$ cat config.mk
export PLATFORM = sky130hd
export DESIGN_NAME = strm_top
export DESIGN_NICKNAME = d
export VERILOG_FILES = /design/src/rtl/strm_pkg.sv /design/src/rtl/strm_addr_gen.sv /design/src/rtl/strm_fifo.sv /design/src/rtl/strm_source.sv /design/src/rtl/strm_sink.sv /design/src/rtl/strm_mem_arb.sv /design/src/rtl/strm_top.sv
export VERILOG_INCLUDE_DIRS = /design/src /design/src/rtl
export SDC_FILE = /design/constraint.sdc
export NUM_CORES = 1
export LEC_CHECK = 0
export BUFFER_PORTS_ARGS = -buffer_cell sky130_fd_sc_hd__buf_2
export CAP_MARGIN = 20
export CORE_UTILIZATION = 57
export CTS_BUF_LIST = sky130_fd_sc_hd__clkbuf_8 sky130_fd_sc_hd__clkbuf_16
export DETAILED_ROUTE_END_ITERATION = 16
export PLACE_DENSITY_LB_ADDON = 0.2
export SYNTH_ARGS = -nofsm -noshare
export SYNTH_HDL_FRONTEND = slang
export SYNTH_HIERARCHICAL = 1
export SYNTH_SLANG_ARGS = --single-unit
$ cat constraint.sdc
create_clock -name clk_i -period 9.8 [get_ports clk_i]
set_clock_uncertainty 0.15 [all_clocks]
set_input_delay 1.96 -clock clk_i [delete_from_list [all_inputs] [get_ports clk_i]]
set_output_delay 1.96 -clock clk_i [all_outputs]
set_load 0.01 [all_outputs]
$ cat src/rtl/strm_settings.svh
// ~~~~~~~~~~~~~~~~~~~~~~~~~~~~~~~~~~~~~~~~~~~~~~~~~~~~~~~~~~~~~~~~~~~~~~~~~~
// Streamer settings
// Word, address and job field widths plus the depth of every channel FIFO
// ~~~~~~~~~~~~~~~~~~~~~~~~~~~~~~~~~~~~~~~~~~~~~~~~~~~~~~~~~~~~~~~~~~~~~~~~~~
`ifndef STRM_SETTINGS_SVH
`define STRM_SETTINGS_SVH

// Data word width in bits
`define STRM_DW 32

// Word address width
`define STRM_AW 16

// Width of the length and stride job fields
`define STRM_LW 8

// Entries per load and store FIFO, power of two
`define STRM_FIFO_DEPTH 4

`endif

$ cat src/rtl/strm_pkg.sv
// ~~~~~~~~~~~~~~~~~~~~~~~~~~~~~~~~~~~~~~~~~~~~~~~~~~~~~~~~~~~~~~~~~~~~~~~~~~
// Streamer package
// Job, flag, stream beat and memory port types shared by all channels
// ~~~~~~~~~~~~~~~~~~~~~~~~~~~~~~~~~~~~~~~~~~~~~~~~~~~~~~~~~~~~~~~~~~~~~~~~~~
`include "strm_settings.svh"

package strm_pkg;

  // Channel index into start, done, busy and arbiter vectors
  localparam int unsigned STRM_CH_X = 0;
  localparam int unsigned STRM_CH_W = 1;
  localparam int unsigned STRM_CH_Y = 2;
  localparam int unsigned STRM_CH_Z = 3;

  // One strided run of words
  typedef struct packed {
    logic [`STRM_AW-1:0] base;
    // Step between words
    logic [`STRM_LW-1:0] stride;
    // Beats to move, zero means none
    logic [`STRM_LW-1:0] length;
  } strm_job_t;

  // Jobs for all channels plus one start pulse per channel
  typedef struct packed {
    strm_job_t  x;
    strm_job_t  w;
    strm_job_t  y;
    strm_job_t  z;
    logic [3:0] start;
  } strm_cfg_t;

  // Per channel status, same bit order as start
  typedef struct packed {
    logic [3:0] done;
    logic [3:0] busy;
  } strm_flags_t;

  // Stream payload
  typedef struct packed {
    logic [`STRM_DW-1:0] data;
    logic                last;
  } strm_beat_t;

  // Memory request, held until granted
  typedef struct packed {
    logic                req;
    logic                we;
    logic [`STRM_AW-1:0] addr;
    logic [`STRM_DW-1:0] wdata;
  } strm_mem_req_t;

  // Read data, one cycle after the grant
  typedef struct packed {
    logic                rvalid;
    logic [`STRM_DW-1:0] rdata;
  } strm_mem_rsp_t;

  // Store FIFO entry
  typedef struct packed {
    logic [`STRM_AW-1:0] addr;
    logic [`STRM_DW-1:0] data;
  } strm_wr_t;

endpackage : strm_pkg

$ cat src/rtl/strm_addr_gen.sv
// ~~~~~~~~~~~~~~~~~~~~~~~~~~~~~~~~~~~~~~~~~~~~~~~~~~~~~~~~~~~~~~~~~~~~~~~~~~
// Strided address generator
// Walks base, base + stride, ... and counts the beats of one job down
// ~~~~~~~~~~~~~~~~~~~~~~~~~~~~~~~~~~~~~~~~~~~~~~~~~~~~~~~~~~~~~~~~~~~~~~~~~~
`timescale 1ns/100ps
`include "strm_settings.svh"

module strm_addr_gen
  import strm_pkg::*;
(
  input  logic                clk_i,
  input  logic                rst_n_i,
  input  logic                clear_i,
  input  logic                load_i,
  input  strm_job_t           job_i,
  input  logic                step_i,
  output logic [`STRM_AW-1:0] addr_o,
  output logic                last_o,
  output logic                active_o
);

  localparam logic [`STRM_LW-1:0] ONE_BEAT = {{(`STRM_LW-1){1'b0}}, 1'b1};

  logic [`STRM_AW-1:0] addr_q;
  logic [`STRM_LW-1:0] stride_q;
  logic [`STRM_LW-1:0] left_q;
  logic                active_q;
  logic                do_step;

  // Steps outside a job are ignored
  assign do_step = step_i && active_q;

  // Beat counter and activity
  always_ff @(posedge clk_i or negedge rst_n_i) begin
    if (!rst_n_i) begin
      left_q   <= '0;
      active_q <= 1'b0;
    end else if (clear_i) begin
      left_q   <= '0;
      active_q <= 1'b0;
    end else if (load_i) begin
      left_q   <= job_i.length;
      active_q <= (job_i.length != '0);
    end else if (do_step) begin
      left_q <= left_q - ONE_BEAT;
      // Drop out on the step that takes the final address
      if (left_q == ONE_BEAT) begin
        active_q <= 1'b0;
      end
    end
  end

  // Address walk, stride zero extended to the address width
  always_ff @(posedge clk_i) begin
    if (load_i) begin
      addr_q   <= job_i.base;
      stride_q <= job_i.stride;
    end else if (do_step) begin
      addr_q <= addr_q + {{(`STRM_AW-`STRM_LW){1'b0}}, stride_q};
    end
  end

  assign addr_o   = addr_q;
  assign last_o   = active_q && (left_q == ONE_BEAT);
  assign active_o = active_q;

endmodule : strm_addr_gen

$ cat src/rtl/strm_fifo.sv
// ~~~~~~~~~~~~~~~~~~~~~~~~~~~~~~~~~~~~~~~~~~~~~~~~~~~~~~~~~~~~~~~~~~~~~~~~~~
// Show-ahead FIFO
// Circular buffer of any payload type, head word visible while not empty
// ~~~~~~~~~~~~~~~~~~~~~~~~~~~~~~~~~~~~~~~~~~~~~~~~~~~~~~~~~~~~~~~~~~~~~~~~~~
`timescale 1ns/100ps
`include "strm_settings.svh"

module strm_fifo #(
  parameter type T = logic
) (
  input  logic       clk_i,
  input  logic       rst_n_i,
  input  logic       clear_i,
  input  logic       push_i,
  input  T           data_i,
  output logic       full_o,
  input  logic       pop_i,
  output T           data_o,
  output logic       empty_o,
  output logic [2:0] count_o
);

  localparam int unsigned DEPTH = `STRM_FIFO_DEPTH;
  localparam int unsigned PW    = $clog2(DEPTH);

  T              mem_q [DEPTH];
  logic [PW-1:0] wr_ptr_q;
  logic [PW-1:0] rd_ptr_q;
  logic [2:0]    count_q;
  logic          do_push;
  logic          do_pop;

  assign full_o  = (count_q == 3'(DEPTH));
  assign empty_o = (count_q == 3'd0);

  // Push into a full buffer or pop from an empty one is dropped
  assign do_push = push_i && !full_o;
  assign do_pop  = pop_i && !empty_o;

  // Pointers and fill level
  always_ff @(posedge clk_i or negedge rst_n_i) begin
    if (!rst_n_i) begin
      wr_ptr_q <= '0;
      rd_ptr_q <= '0;
      count_q  <= '0;
    end else if (clear_i) begin
      wr_ptr_q <= '0;
      rd_ptr_q <= '0;
      count_q  <= '0;
    end else begin
      // Pointers wrap naturally on a power-of-two depth
      if (do_push) begin
        wr_ptr_q <= wr_ptr_q + 1'b1;
      end
      if (do_pop) begin
        rd_ptr_q <= rd_ptr_q + 1'b1;
      end
      case ({do_push, do_pop})
        2'b10:   count_q <= count_q + 3'd1;
        2'b01:   count_q <= count_q - 3'd1;
        default: count_q <= count_q;
      endcase
    end
  end

  // Storage
  always_ff @(posedge clk_i) begin
    if (do_push) begin
      mem_q[wr_ptr_q] <= data_i;
    end
  end

  assign data_o  = mem_q[rd_ptr_q];
  assign count_o = count_q;

endmodule : strm_fifo

$ cat src/rtl/strm_source.sv
// ~~~~~~~~~~~~~~~~~~~~~~~~~~~~~~~~~~~~~~~~~~~~~~~~~~~~~~~~~~~~~~~~~~~~~~~~~~
// Load channel
// Reads a strided run of words and replays them as a valid/ready stream
// ~~~~~~~~~~~~~~~~~~~~~~~~~~~~~~~~~~~~~~~~~~~~~~~~~~~~~~~~~~~~~~~~~~~~~~~~~~
`timescale 1ns/100ps
`include "strm_settings.svh"

module strm_source
  import strm_pkg::*;
(
  input  logic                clk_i,
  input  logic                rst_n_i,
  input  logic                clear_i,
  input  logic                start_i,
  input  strm_job_t           job_i,
  output strm_mem_req_t       req_o,
  input  logic                gnt_i,
  input  logic                rvalid_i,
  input  logic [`STRM_DW-1:0] rdata_i,
  output strm_beat_t          beat_o,
  output logic                valid_o,
  input  logic                ready_i,
  output logic                done_o,
  output logic                busy_o
);

  typedef enum logic [1:0] {
    IDLE,
    ISSUE,
    DRAIN,
    DONE
  } state_e;

  state_e              state_q;
  state_e              state_d;
  logic                accept_start;
  logic [`STRM_AW-1:0] ag_addr;
  logic                ag_last;
  logic                ag_active;
  logic                ag_step;
  logic [2:0]          out_cnt_q;
  logic [2:0]          fifo_cnt;
  logic [3:0]          credit_use;
  logic                can_issue;
  logic                rd_last_q;
  strm_beat_t          rsp_beat;
  logic                fifo_push;
  logic                fifo_pop;
  logic                fifo_empty;

  // Busy channels ignore start
  assign accept_start = start_i && (state_q == IDLE || state_q == DONE);
  assign busy_o       = (state_q == ISSUE) || (state_q == DRAIN);
  assign done_o       = (state_q == DONE);

  always_comb begin
    state_d = state_q;
    case (state_q)
      IDLE, DONE: begin
        // Empty job finishes at once
        if (accept_start) begin
          state_d = (job_i.length == '0) ? DONE : ISSUE;
        end
      end
      ISSUE: begin
        if (ag_step && ag_last) begin
          state_d = DRAIN;
        end
      end
      DRAIN: begin
        // Final beat leaves the stream
        if (fifo_pop && beat_o.last) begin
          state_d = DONE;
        end
      end
      default: state_d = IDLE;
    endcase
  end

  strm_addr_gen u_addr_gen (
    .clk_i    (clk_i),
    .rst_n_i  (rst_n_i),
    .clear_i  (clear_i),
    .load_i   (accept_start),
    .job_i    (job_i),
    .step_i   (ag_step),
    .addr_o   (ag_addr),
    .last_o   (ag_last),
    .active_o (ag_active)
  );

  // Credit check, buffered beats plus reads in flight never exceed the FIFO
  assign credit_use = {1'b0, fifo_cnt} + {1'b0, out_cnt_q};
  assign can_issue  = (credit_use < 4'(`STRM_FIFO_DEPTH));

  // Read request, credit only grows while it waits for a grant
  assign req_o.req   = (state_q == ISSUE) && ag_active && can_issue;
  assign req_o.we    = 1'b0;
  assign req_o.addr  = ag_addr;
  assign req_o.wdata = '0;
  assign ag_step     = req_o.req && gnt_i;

  // Responses after a clear are not taken
  assign fifo_push     = rvalid_i && busy_o;
  assign rsp_beat.data = rdata_i;
  assign rsp_beat.last = rd_last_q;

  always_ff @(posedge clk_i or negedge rst_n_i) begin
    if (!rst_n_i) begin
      state_q   <= IDLE;
      out_cnt_q <= '0;
      rd_last_q <= 1'b0;
    end else if (clear_i) begin
      state_q   <= IDLE;
      out_cnt_q <= '0;
      rd_last_q <= 1'b0;
    end else begin
      state_q   <= state_d;
      // Response follows its grant by one cycle, so the tag does too
      rd_last_q <= ag_step && ag_last;
      case ({ag_step, fifo_push})
        2'b10:   out_cnt_q <= out_cnt_q + 3'd1;
        2'b01:   out_cnt_q <= out_cnt_q - 3'd1;
        default: out_cnt_q <= out_cnt_q;
      endcase
    end
  end

  strm_fifo #(
    .T (strm_beat_t)
  ) u_fifo (
    .clk_i   (clk_i),
    .rst_n_i (rst_n_i),
    .clear_i (clear_i),
    .push_i  (fifo_push),
    .data_i  (rsp_beat),
    .full_o  (),
    .pop_i   (fifo_pop),
    .data_o  (beat_o),
    .empty_o (fifo_empty),
    .count_o (fifo_cnt)
  );

  // Stream side
  assign valid_o  = !fifo_empty;
  assign fifo_pop = valid_o && ready_i;

endmodule : strm_source

$ cat src/rtl/strm_sink.sv
// ~~~~~~~~~~~~~~~~~~~~~~~~~~~~~~~~~~~~~~~~~~~~~~~~~~~~~~~~~~~~~~~~~~~~~~~~~~
// Store channel
// Tags incoming stream beats with strided addresses and writes them out
// ~~~~~~~~~~~~~~~~~~~~~~~~~~~~~~~~~~~~~~~~~~~~~~~~~~~~~~~~~~~~~~~~~~~~~~~~~~
`timescale 1ns/100ps
`include "strm_settings.svh"

module strm_sink
  import strm_pkg::*;
(
  input  logic          clk_i,
  input  logic          rst_n_i,
  input  logic          clear_i,
  input  logic          start_i,
  input  strm_job_t     job_i,
  input  strm_beat_t    beat_i,
  input  logic          valid_i,
  output logic          ready_o,
  output strm_mem_req_t req_o,
  input  logic          gnt_i,
  output logic          done_o,
  output logic          busy_o
);

  localparam logic [`STRM_LW-1:0] ONE_BEAT = {{(`STRM_LW-1){1'b0}}, 1'b1};

  typedef enum logic [1:0] {
    IDLE,
    RUN,
    DONE
  } state_e;

  state_e              state_q;
  state_e              state_d;
  logic                accept_start;
  logic [`STRM_AW-1:0] ag_addr;
  logic                ag_active;
  logic                ag_step;
  logic [`STRM_LW-1:0] wr_left_q;
  strm_wr_t            fifo_in;
  strm_wr_t            fifo_out;
  logic                fifo_full;
  logic                fifo_empty;
  logic                fifo_pop;
  logic                wr_done;

  assign accept_start = start_i && (state_q != RUN);
  assign busy_o       = (state_q == RUN);
  assign done_o       = (state_q == DONE);

  // Ends on the write count, the stream last bit is not looked at
  assign wr_done = fifo_pop && (wr_left_q == ONE_BEAT);

  always_comb begin
    state_d = state_q;
    case (state_q)
      IDLE, DONE: begin
        if (accept_start) begin
          state_d = (job_i.length == '0) ? DONE : RUN;
        end
      end
      RUN: begin
        if (wr_done) begin
          state_d = DONE;
        end
      end
      default: state_d = IDLE;
    endcase
  end

  always_ff @(posedge clk_i or negedge rst_n_i) begin
    if (!rst_n_i) begin
      state_q   <= IDLE;
      wr_left_q <= '0;
    end else if (clear_i) begin
      state_q   <= IDLE;
      wr_left_q <= '0;
    end else begin
      state_q <= state_d;
      if (accept_start) begin
        wr_left_q <= job_i.length;
      end else if (fifo_pop) begin
        wr_left_q <= wr_left_q - ONE_BEAT;
      end
    end
  end

  strm_addr_gen u_addr_gen (
    .clk_i    (clk_i),
    .rst_n_i  (rst_n_i),
    .clear_i  (clear_i),
    .load_i   (accept_start),
    .job_i    (job_i),
    .step_i   (ag_step),
    .addr_o   (ag_addr),
    .last_o   (),
    .active_o (ag_active)
  );

  // Accept only the job's beats and only with room to buffer them
  assign ready_o      = (state_q == RUN) && ag_active && !fifo_full;
  assign ag_step      = valid_i && ready_o;
  assign fifo_in.addr = ag_addr;
  assign fifo_in.data = beat_i.data;

  strm_fifo #(
    .T (strm_wr_t)
  ) u_fifo (
    .clk_i   (clk_i),
    .rst_n_i (rst_n_i),
    .clear_i (clear_i),
    .push_i  (ag_step),
    .data_i  (fifo_in),
    .full_o  (fifo_full),
    .pop_i   (fifo_pop),
    .data_o  (fifo_out),
    .empty_o (fifo_empty),
    .count_o ()
  );

  // FIFO head is the pending write and stays put until granted
  assign req_o.req   = !fifo_empty;
  assign req_o.we    = 1'b1;
  assign req_o.addr  = fifo_out.addr;
  assign req_o.wdata = fifo_out.data;
  assign fifo_pop    = req_o.req && gnt_i;

endmodule : strm_sink

$ cat src/rtl/strm_mem_arb.sv
// ~~~~~~~~~~~~~~~~~~~~~~~~~~~~~~~~~~~~~~~~~~~~~~~~~~~~~~~~~~~~~~~~~~~~~~~~~~
// Memory port arbiter
// Round-robin over four channels with read responses routed by channel
// ~~~~~~~~~~~~~~~~~~~~~~~~~~~~~~~~~~~~~~~~~~~~~~~~~~~~~~~~~~~~~~~~~~~~~~~~~~
`timescale 1ns/100ps

module strm_mem_arb
  import strm_pkg::*;
(
  input  logic          clk_i,
  input  logic          rst_n_i,
  input  logic          clear_i,
  input  strm_mem_req_t ch_req_i [4],
  output logic [3:0]    ch_gnt_o,
  output logic [3:0]    ch_rvalid_o,
  output strm_mem_req_t mem_req_o,
  input  logic          mem_gnt_i,
  input  strm_mem_rsp_t mem_rsp_i
);

  // Pointer starts on Z so X has first pick
  localparam logic [1:0] PTR_INIT = 2'(STRM_CH_Z);

  logic [1:0] last_q;
  logic [1:0] idx;
  logic [1:0] sel;
  logic       any;
  logic       grant;
  logic [1:0] rd_ch_q;
  logic       rd_pend_q;

  // Scan from the channel after the last winner, last winner comes last
  always_comb begin
    sel = last_q;
    any = 1'b0;
    idx = last_q;
    for (int i = 1; i <= 4; i++) begin
      idx = last_q + 2'(i);
      if (!any && ch_req_i[idx].req) begin
        sel = idx;
        any = 1'b1;
      end
    end
  end

  // Winner goes straight to memory, no added latency
  assign mem_req_o = any ? ch_req_i[sel] : '0;
  assign grant     = any && mem_gnt_i;
  assign ch_gnt_o  = grant ? (4'b0001 << sel) : 4'b0000;

  always_ff @(posedge clk_i or negedge rst_n_i) begin
    if (!rst_n_i) begin
      last_q    <= PTR_INIT;
      rd_ch_q   <= '0;
      rd_pend_q <= 1'b0;
    end else if (clear_i) begin
      last_q    <= PTR_INIT;
      rd_ch_q   <= '0;
      rd_pend_q <= 1'b0;
    end else begin
      // Read data comes back the cycle after its grant
      rd_pend_q <= grant && !ch_req_i[sel].we;
      if (grant) begin
        last_q  <= sel;
        rd_ch_q <= sel;
      end
    end
  end

  // Steer rvalid to the channel whose read was granted last cycle
  assign ch_rvalid_o = (rd_pend_q && mem_rsp_i.rvalid) ? (4'b0001 << rd_ch_q) : 4'b0000;

endmodule : strm_mem_arb

$ cat src/rtl/strm_top.sv
// ~~~~~~~~~~~~~~~~~~~~~~~~~~~~~~~~~~~~~~~~~~~~~~~~~~~~~~~~~~~~~~~~~~~~~~~~~~
// Memory streamer top
// X, W and Y load streams plus the Z store stream on one memory port
// ~~~~~~~~~~~~~~~~~~~~~~~~~~~~~~~~~~~~~~~~~~~~~~~~~~~~~~~~~~~~~~~~~~~~~~~~~~
`timescale 1ns/100ps

module strm_top
  import strm_pkg::*;
(
  input  logic          clk_i,
  input  logic          rst_n_i,
  input  logic          clear_i,
  input  strm_cfg_t     cfg_i,
  output strm_flags_t   flags_o,
  output strm_beat_t    x_beat_o,
  output logic          x_valid_o,
  input  logic          x_ready_i,
  output strm_beat_t    w_beat_o,
  output logic          w_valid_o,
  input  logic          w_ready_i,
  output strm_beat_t    y_beat_o,
  output logic          y_valid_o,
  input  logic          y_ready_i,
  input  strm_beat_t    z_beat_i,
  input  logic          z_valid_i,
  output logic          z_ready_o,
  output strm_mem_req_t mem_req_o,
  input  logic          mem_gnt_i,
  input  strm_mem_rsp_t mem_rsp_i
);

  // Load channels indexed X, W, Y
  strm_job_t     src_job   [3];
  strm_beat_t    src_beat  [3];
  logic          src_valid [3];
  logic          src_ready [3];
  strm_mem_req_t ch_req    [4];
  logic [3:0]    ch_gnt;
  logic [3:0]    ch_rvalid;
  wire  [3:0]    ch_done;
  wire  [3:0]    ch_busy;

  assign src_job[STRM_CH_X]   = cfg_i.x;
  assign src_job[STRM_CH_W]   = cfg_i.w;
  assign src_job[STRM_CH_Y]   = cfg_i.y;
  assign src_ready[STRM_CH_X] = x_ready_i;
  assign src_ready[STRM_CH_W] = w_ready_i;
  assign src_ready[STRM_CH_Y] = y_ready_i;

  // One load channel per source stream, all share the read data bus
  for (genvar i = 0; i < 3; i++) begin : gen_src
    strm_source u_source (
      .clk_i    (clk_i),
      .rst_n_i  (rst_n_i),
      .clear_i  (clear_i),
      .start_i  (cfg_i.start[i]),
      .job_i    (src_job[i]),
      .req_o    (ch_req[i]),
      .gnt_i    (ch_gnt[i]),
      .rvalid_i (ch_rvalid[i]),
      .rdata_i  (mem_rsp_i.rdata),
      .beat_o   (src_beat[i]),
      .valid_o  (src_valid[i]),
      .ready_i  (src_ready[i]),
      .done_o   (ch_done[i]),
      .busy_o   (ch_busy[i])
    );
  end

  assign x_beat_o  = src_beat[STRM_CH_X];
  assign x_valid_o = src_valid[STRM_CH_X];
  assign w_beat_o  = src_beat[STRM_CH_W];
  assign w_valid_o = src_valid[STRM_CH_W];
  assign y_beat_o  = src_beat[STRM_CH_Y];
  assign y_valid_o = src_valid[STRM_CH_Y];

  // Store channel, writes only so its rvalid bit stays unused
  strm_sink u_sink (
    .clk_i   (clk_i),
    .rst_n_i (rst_n_i),
    .clear_i (clear_i),
    .start_i (cfg_i.start[STRM_CH_Z]),
    .job_i   (cfg_i.z),
    .beat_i  (z_beat_i),
    .valid_i (z_valid_i),
    .ready_o (z_ready_o),
    .req_o   (ch_req[STRM_CH_Z]),
    .gnt_i   (ch_gnt[STRM_CH_Z]),
    .done_o  (ch_done[STRM_CH_Z]),
    .busy_o  (ch_busy[STRM_CH_Z])
  );

  strm_mem_arb u_mem_arb (
    .clk_i       (clk_i),
    .rst_n_i     (rst_n_i),
    .clear_i     (clear_i),
    .ch_req_i    (ch_req),
    .ch_gnt_o    (ch_gnt),
    .ch_rvalid_o (ch_rvalid),
    .mem_req_o   (mem_req_o),
    .mem_gnt_i   (mem_gnt_i),
    .mem_rsp_i   (mem_rsp_i)
  );

  assign flags_o.done = ch_done;
  assign flags_o.busy = ch_busy;

endmodule : strm_top

==> results of run 1 <==
-- stage by stage --
stage,std cells,hold slack (ps),total power [mW]
3_3_place_gp,3475,317,5.99
5_1_grt,3644,360,9.50
6_report,3645,353,9.10
4_1_cts,3627,350,9.12
2_1_floorplan,2435,305,5.59
3_5_place_dp,3475,342,6.07
-- per-layer routing --
layer  track usage  routed length [microns]
met2         0.413                    41100
met3        0.0484                     5900
met4        0.0910                     2360
met5             0                       75
met1         0.334                    33300
-- worst max-delay path, delay by kind of cell (launching register included) --
kind / cells / cell delay, ps
compound gates: 2 / 210
simple gates: 5 / 2020
mux: 1 / 340
fa+ha+maj: 1 / 330
buf+inv: 2 / 990
flops: 1 / 560
-- worst max-delay path by stage --
| stage | startpoint | to | depth (start not counted) |
|---|---|---|---|
| after floorplan | gen_src[1].u_source/u_fifo/count_o[2] | mem_req_o[33] | 11 |
| after global placement | gen_src[0].u_source/u_fifo/count_o[2] | mem_req_o[22] | 11 |
| after detailed placement | gen_src[0].u_source/u_fifo/count_o[2] | mem_req_o[8] | 11 |
| after CTS | gen_src[0].u_source/u_fifo/count_o[2] | mem_req_o[8] | 11 |
| after global routing | gen_src[0].u_source/u_fifo/count_o[2] | mem_req_o[2] | 11 |
| final | gen_src[0].u_source/u_fifo/count_o[2] | mem_req_o[2] | 11 |
-- cell type report --
class / instances / area [sq um] / area share
diodes: 16 / 40.0 / 0.000968
inverters: 58 / 223 / 0.00538
clock inverters: 66 / 564 / 0.0136
multi-input cells: 1399 / 12300 / 0.298
clock buffers: 86 / 2120 / 0.0512
well taps: 846 / 1060 / 0.0256
flip-flops and latches: 781 / 23000 / 0.556
repair buffers: 393 / 2070 / 0.0500
-- registers in the layout, indices dropped and copies added, names as in the netlist, 6 cells and up --
| register | cells |
|---|---|
| gen_src.u_source/out_cnt_q | 9 |
| gen_src.u_source/state_q | 6 |
| gen_src.u_source/u_addr_gen/addr_o | 48 |
| gen_src.u_source/u_addr_gen/left_q | 24 |
| gen_src.u_source/u_addr_gen/stride_q | 24 |
| gen_src.u_source/u_fifo/count_o | 9 |
| gen_src.u_source/u_fifo/mem_q | 396 |
| gen_src.u_source/u_fifo/rd_ptr_q | 6 |
| gen_src.u_source/u_fifo/wr_ptr_q | 6 |
| u_sink/u_addr_gen/addr_o | 16 |
| u_sink/u_addr_gen/left_q | 8 |
| u_sink/u_addr_gen/stride_q | 8 |
| u_sink/u_fifo/mem_q | 192 |
| u_sink/wr_left_q | 8 |
-- placed cells by master, fill, tap and decap left out, types with 57 or more instances in the layout --
cell type	n
edfxtp_1	684
buf_2	363
mux4_2	147
mux2i_1	122
conb_1	100
nand2_1	96
dfrtp_1	90
nor2_1	86
clkbuf_16	83
ha_1	76
inv_1	74
o21ai_0	71
xor2_1	57
-- power by group through the flow --
| stage | logic [mW] | registers [mW] | clock network (mW) |
|---|---|---|---|
| 2_1_floorplan | 1.45 | 4.14 | 0 |
| 5_1_grt | 2.10 | 4.18 | 3.22 |
| 6_report | 1.91 | 4.16 | 3.04 |
| 3_5_place_dp | 1.86 | 4.22 | 0 |
| 3_3_place_gp | 1.79 | 4.20 | 0 |
| 4_1_cts | 1.87 | 4.15 | 3.10 |
==> flow_metrics.py, run 1 <==
metrics = {
    "setup_path": {
        "reg2reg_depth": 13,
        "r2r-end": "gen_src[1].u_source/u_addr_gen/addr_o[13]",
        "slowest_delay_ps": 830,
        "crit_type": "register to primary output",
        "rr_startpoint": "gen_src[0].u_source/u_fifo/count_o[2]",
        "worstSetupEndpointType": "primary output",
        "required_ps": 7690,
        "crit_fanout": 55,
        "worst-endpoint-arrival_ps": 5210,
        "r2r_setup_slack_ps": 4560,
        "cp_slowest_cell": "nor2_8",
        "path_cells": "ha_1 > nor3b_4 > nand3_1 > nor2_1 > nand2b_1 > a21oi_4 > nor2_8 > buf_4 > mux2i_1 > o22ai_1 > buf_2",
        "setup.worst_path.start_class": "register",
    },
    "synthesis": {
        "syn_area_per_cell_sq_um": 15.7,
        "syn-cell-area_sq_um": 36600,
        "synthCells": 2339,
        "yosys_warnings": 6,
    },
    "routing": {
        "firstDrtPassIters": 6,
        "wl_per_cell_microns": 22.7,
        "drt_iter0_markers": 1872,
        "viasPerCell": 5.95,
        "ant_nets": 0,
        "num_vias": 21685,
        "drc": 0,
        "routed_wirelength_microns": 82700,
    },
    "floorplanning": {
        "io_pins": 367,
        "core-area_sq_um": 63300,
        "rows": 92,
        "start_util": 0.578,
        "die_area_sq_um": 65300,
        "die_x_microns": 255,
        "dieHeight_microns": 255,
    },
    "place": {
        "place_ws_ps": 3270,
        "placed_area_sq_um": 38600,
        "dp_hpwl_microns": 53000,
        "gp_congestion": 0.903,
        "portBuffers": 365,
    },
    "global_route": {
        "grtUsageTotal": 0.251,
        "overflow": 0,
        "antenna_found_initial": 21,
        "grt_pass1_vias": 21677,
        "grt_max_degree": 82,
        "grt_first_pass_wirelength_microns": 125000,
    },
    "clock_tree": {
        "insertion_delay_ps": 640,
        "cts_setup_buffers": 0,
        "path_clk_slew_ps": 60,
        "root_buffer": "clkbuf_16",
        "clkSinkCount": 781,
        "ctsHoldBuffers": 0,
        "cts_made_buffers": 82,
        "cts-resized-gates": 0,
        "h-tree-depth": 3,
        "tritoncts": "done",
        "cts_buffer_depth": 3,
    },
    "sta": {
        "max_freq_mhz": 137,
        "rsz0062_at_grt": "false",
        "finalSetupTns_ps": 0,
        "period_minus_slack_ps": 7320,
        "setup_violations": 0,
        "worst_slew_pin_slew_ps": 1120,
        "timing.final.ws_setup_ps": 2480,
        "final-hold-violation-count": 0,
        "maxSlewViolCount": 0,
        "period_share": 0.747,
        "slew_headroom": 0.252,
    },
    "power_and_ir_drop": {
        "comb_power_share": 0.210,
        "p_clk_frac": 0.334,
        "ir_drop_v": 0.000132,
        "power_frac_seq": 0.457,
        "p_leak_nw": 15.0,
        "p_per_area_nw_per_um2": 220,
        "p_sw_mw": 2.62,
        "swShare": 0.288,
        "p_int_mw": 6.48,
    },
    "finish": {
        "fillerInstances": 4469,
        "design_area_sq_um": 41400,
        "num-nets-final": 3008,
        "drive_gt1_frac": 0.268,
        "area_delta_synth_final_pct": 12.9,
        "postLayoutCoreUtil": 0.653,
    },
    "worst_hold_path": {
        "hp-class": "register to register",
        "whs_endpoint": "gen_src[1].u_source/u_fifo/mem_q[3][0]",
        "hold_path.startpoint": "gen_src[1].u_source/rd_last_q",
        "hold_path_depth": 0,
    },
    "run": {
        "max_cap_viol_count": 0,
    },
    "status": {
        "status": "completed",
    },
}
No activity file was read; power rests on OpenSTA's default activity.
==> run 2: changes to the inputs <==
clock period = 7.4 ns   (was 9.8 ns; I/O delays follow)
==> run 2 against run 1 <==
Effect of this change:
- die area stayed put
- cell count down 0.30%
- critical endpoint is now mem_req_o[9]
- final area rose by 0.12%
- register-to-register slack lost 2300 ps
==> flow_metrics.py, run 2 (synthesis results as in run 1) <==
metrics = {
    "floorplanning": {
        "rows": 92,
        "die_area_sq_um": 65300,
        "core-area_sq_um": 63300,
        "die_x_microns": 255,
        "dieHeight_microns": 255,
        "start_util": 0.578,
        "io_pins": 367,
    },
    "sta": {
        "max_freq_mhz": 164,
        "setup_violations": 0,
        "final-hold-violation-count": 0,
        "timing.final.ws_setup_ps": 1290,
        "whs_ps": 339,
        "slew_headroom": 0.242,
        "period_share": 0.826,
        "maxSlewViolCount": 0,
        "finalSetupTns_ps": 0,
        "rsz0062_at_grt": "false",
        "period_minus_slack_ps": 6110,
        "worst_slew_pin_slew_ps": 1140,
    },
    "power_and_ir_drop": {
        "p_leak_nw": 15.1,
        "power_frac_seq": 0.454,
        "p_clk_frac": 0.338,
        "comb_power_share": 0.208,
        "total_power_mw": 12.2,
        "swShare": 0.287,
        "p_per_area_nw_per_um2": 293,
        "p_sw_mw": 3.48,
        "p_int_mw": 8.67,
        "ir_drop_v": 0.000236,
    },
    "clock_tree": {
        "tritoncts": "done",
        "h-tree-depth": 3,
        "cts_buffer_depth": 3,
        "path_clk_slew_ps": 60,
        "cts_setup_buffers": 0,
        "ctsHoldBuffers": 0,
        "cts_made_buffers": 82,
        "clkSinkCount": 781,
        "cts-resized-gates": 0,
        "insertion_delay_ps": 630,
        "root_buffer": "clkbuf_16",
    },
    "place": {
        "placed_area_sq_um": 38600,
        "dp_hpwl_microns": 52700,
        "place_ws_ps": 1930,
        "portBuffers": 365,
        "gp_congestion": 0.896,
        "placed_cells": 3474,
    },
    "setup_path": {
        "required_ps": 5770,
        "worstSetupEndpointType": "primary output",
        "crit_fanout": 60,
        "path_cells": "ha_1 > nor3b_4 > nand3_1 > nor2_1 > nand2b_1 > a21oi_4 > nor2_8 > buf_12 > mux2i_1 > o22ai_1 > buf_2",
        "r2r_setup_slack_ps": 2270,
        "worst-endpoint-arrival_ps": 4480,
        "crit_type": "register to primary output",
        "crit_buf_inv": 2,
        "slowest_delay_ps": 730,
        "cp_slowest_cell": "nor2_8",
        "setup.worst_path.start_class": "register",
        "critPathTopFamily": "simple AND/OR/NAND/NOR gates",
    },
    "global_route": {
        "grt_max_degree": 84,
        "antenna_found_initial": 16,
        "grt_pass1_vias": 21777,
        "grtUsageTotal": 0.254,
        "grt_first_pass_wirelength_microns": 127000,
        "overflow": 0,
    },
    "routing": {
        "routed_wirelength_microns": 83400,
        "num_vias": 21652,
        "wl_per_cell_microns": 23.0,
        "drt_iter0_markers": 1675,
        "ant_nets": 0,
        "drc": 0,
        "firstDrtPassIters": 6,
        "viasPerCell": 5.96,
    },
    "finish": {
        "postLayoutCoreUtil": 0.654,
        "area_delta_synth_final_pct": 13.1,
        "fillerInstances": 4440,
        "drive_gt1_frac": 0.270,
        "largest_reg_flops": 396,
        "final_cells": 3634,
        "num-nets-final": 3008,
        "final-seq-area_sq_um": 23000,
        "multi_input_area_sq_um": 12300,
        "layout_common_cells": "edfxtp_1, buf_2, mux4_2",
        "largest_register": "gen_src.u_source/u_fifo/mem_q",
        "design_area_sq_um": 41400,
        "final_common_cell": "edfxtp_1",
    },
    "worst_hold_path": {
        "hp-class": "register to register",
    },
    "status": {
        "status": "completed",
    },
    "run": {
        "max_cap_viol_count": 0,
    },
}
-- run 2: changes by cell type in the layout (fill, tap and decap cells not counted), moves of 3 or more --
cell and delta:
bufinv_16 +4, clkbuf_8 -3, clkinv_1 -8, clkinv_4 +3
diode_2 -5
-- run 2: routing by layer --
metal / global-route usage / vias to the layer above / part of all wire
met4: 0.0903 / 8 / 0.029
li1: - / 9742 / -
met2: 0.431 / 736 / 0.51
met5: 0 / - / 0.00061
met3: 0.0431 / 135 / 0.067
met1: 0.330 / 11031 / 0.39
-- run 2: layout make-up --
type,count,area share
clock inverters,64,0.0160
clock buffers,82,0.0496
flip-flops and latches,781,0.555
diodes,11,0.000665
multi-input cells,1399,0.297
inverters,58,0.00538
repair buffers,393,0.0507
well taps,846,0.0256
-- run 2: final timing paths --
check | from | to | cells past startpoint
worst min register to register | gen_src[0].u_source/rd_last_q | gen_src[0].u_source/u_fifo/mem_q[0][0] | 0
min in group asynchronous | rst_n_i | gen_src[0].u_source/state_q[0] | 1
worst max register to register | gen_src[1].u_source/u_fifo/count_o[2] | u_sink/u_fifo/count_o[1] | 14
max in group asynchronous | rst_n_i | u_sink/u_fifo/rd_ptr_q[0] | 2
worst min-delay path | gen_src[0].u_source/rd_last_q | gen_src[0].u_source/u_fifo/mem_q[0][0] | 0
worst max-delay path | gen_src[0].u_source/u_fifo/count_o[2] | mem_req_o[9] | 11
-- run 2: worst reg2reg max path, cell delays in order, from the launching register on --
cell	delay, ps
dfrtp_1	610
ha_1	350
nor3b_4	300
nand3_1	120
nor2_1	480
mux2i_1	210
o21ai_2	310
nor2_8	210
nor2_1	360
nor2b_1	830
o21ai_2	160
a21oi_1	190
fa_1	460
a21oi_1	160
nor3_1	60
-- run 2: power groups by stage --
stage | Combinational (mW) | Clock [mW] | Sequential [mW]
global placement | 2.36 | 0 | 5.58
detailed placement | 2.45 | 0 | 5.60
finish | 2.52 | 4.11 | 5.52
CTS | 2.47 | 4.19 | 5.51
floorplan | 1.92 | 0 | 5.48
global route | 2.77 | 4.34 | 5.55
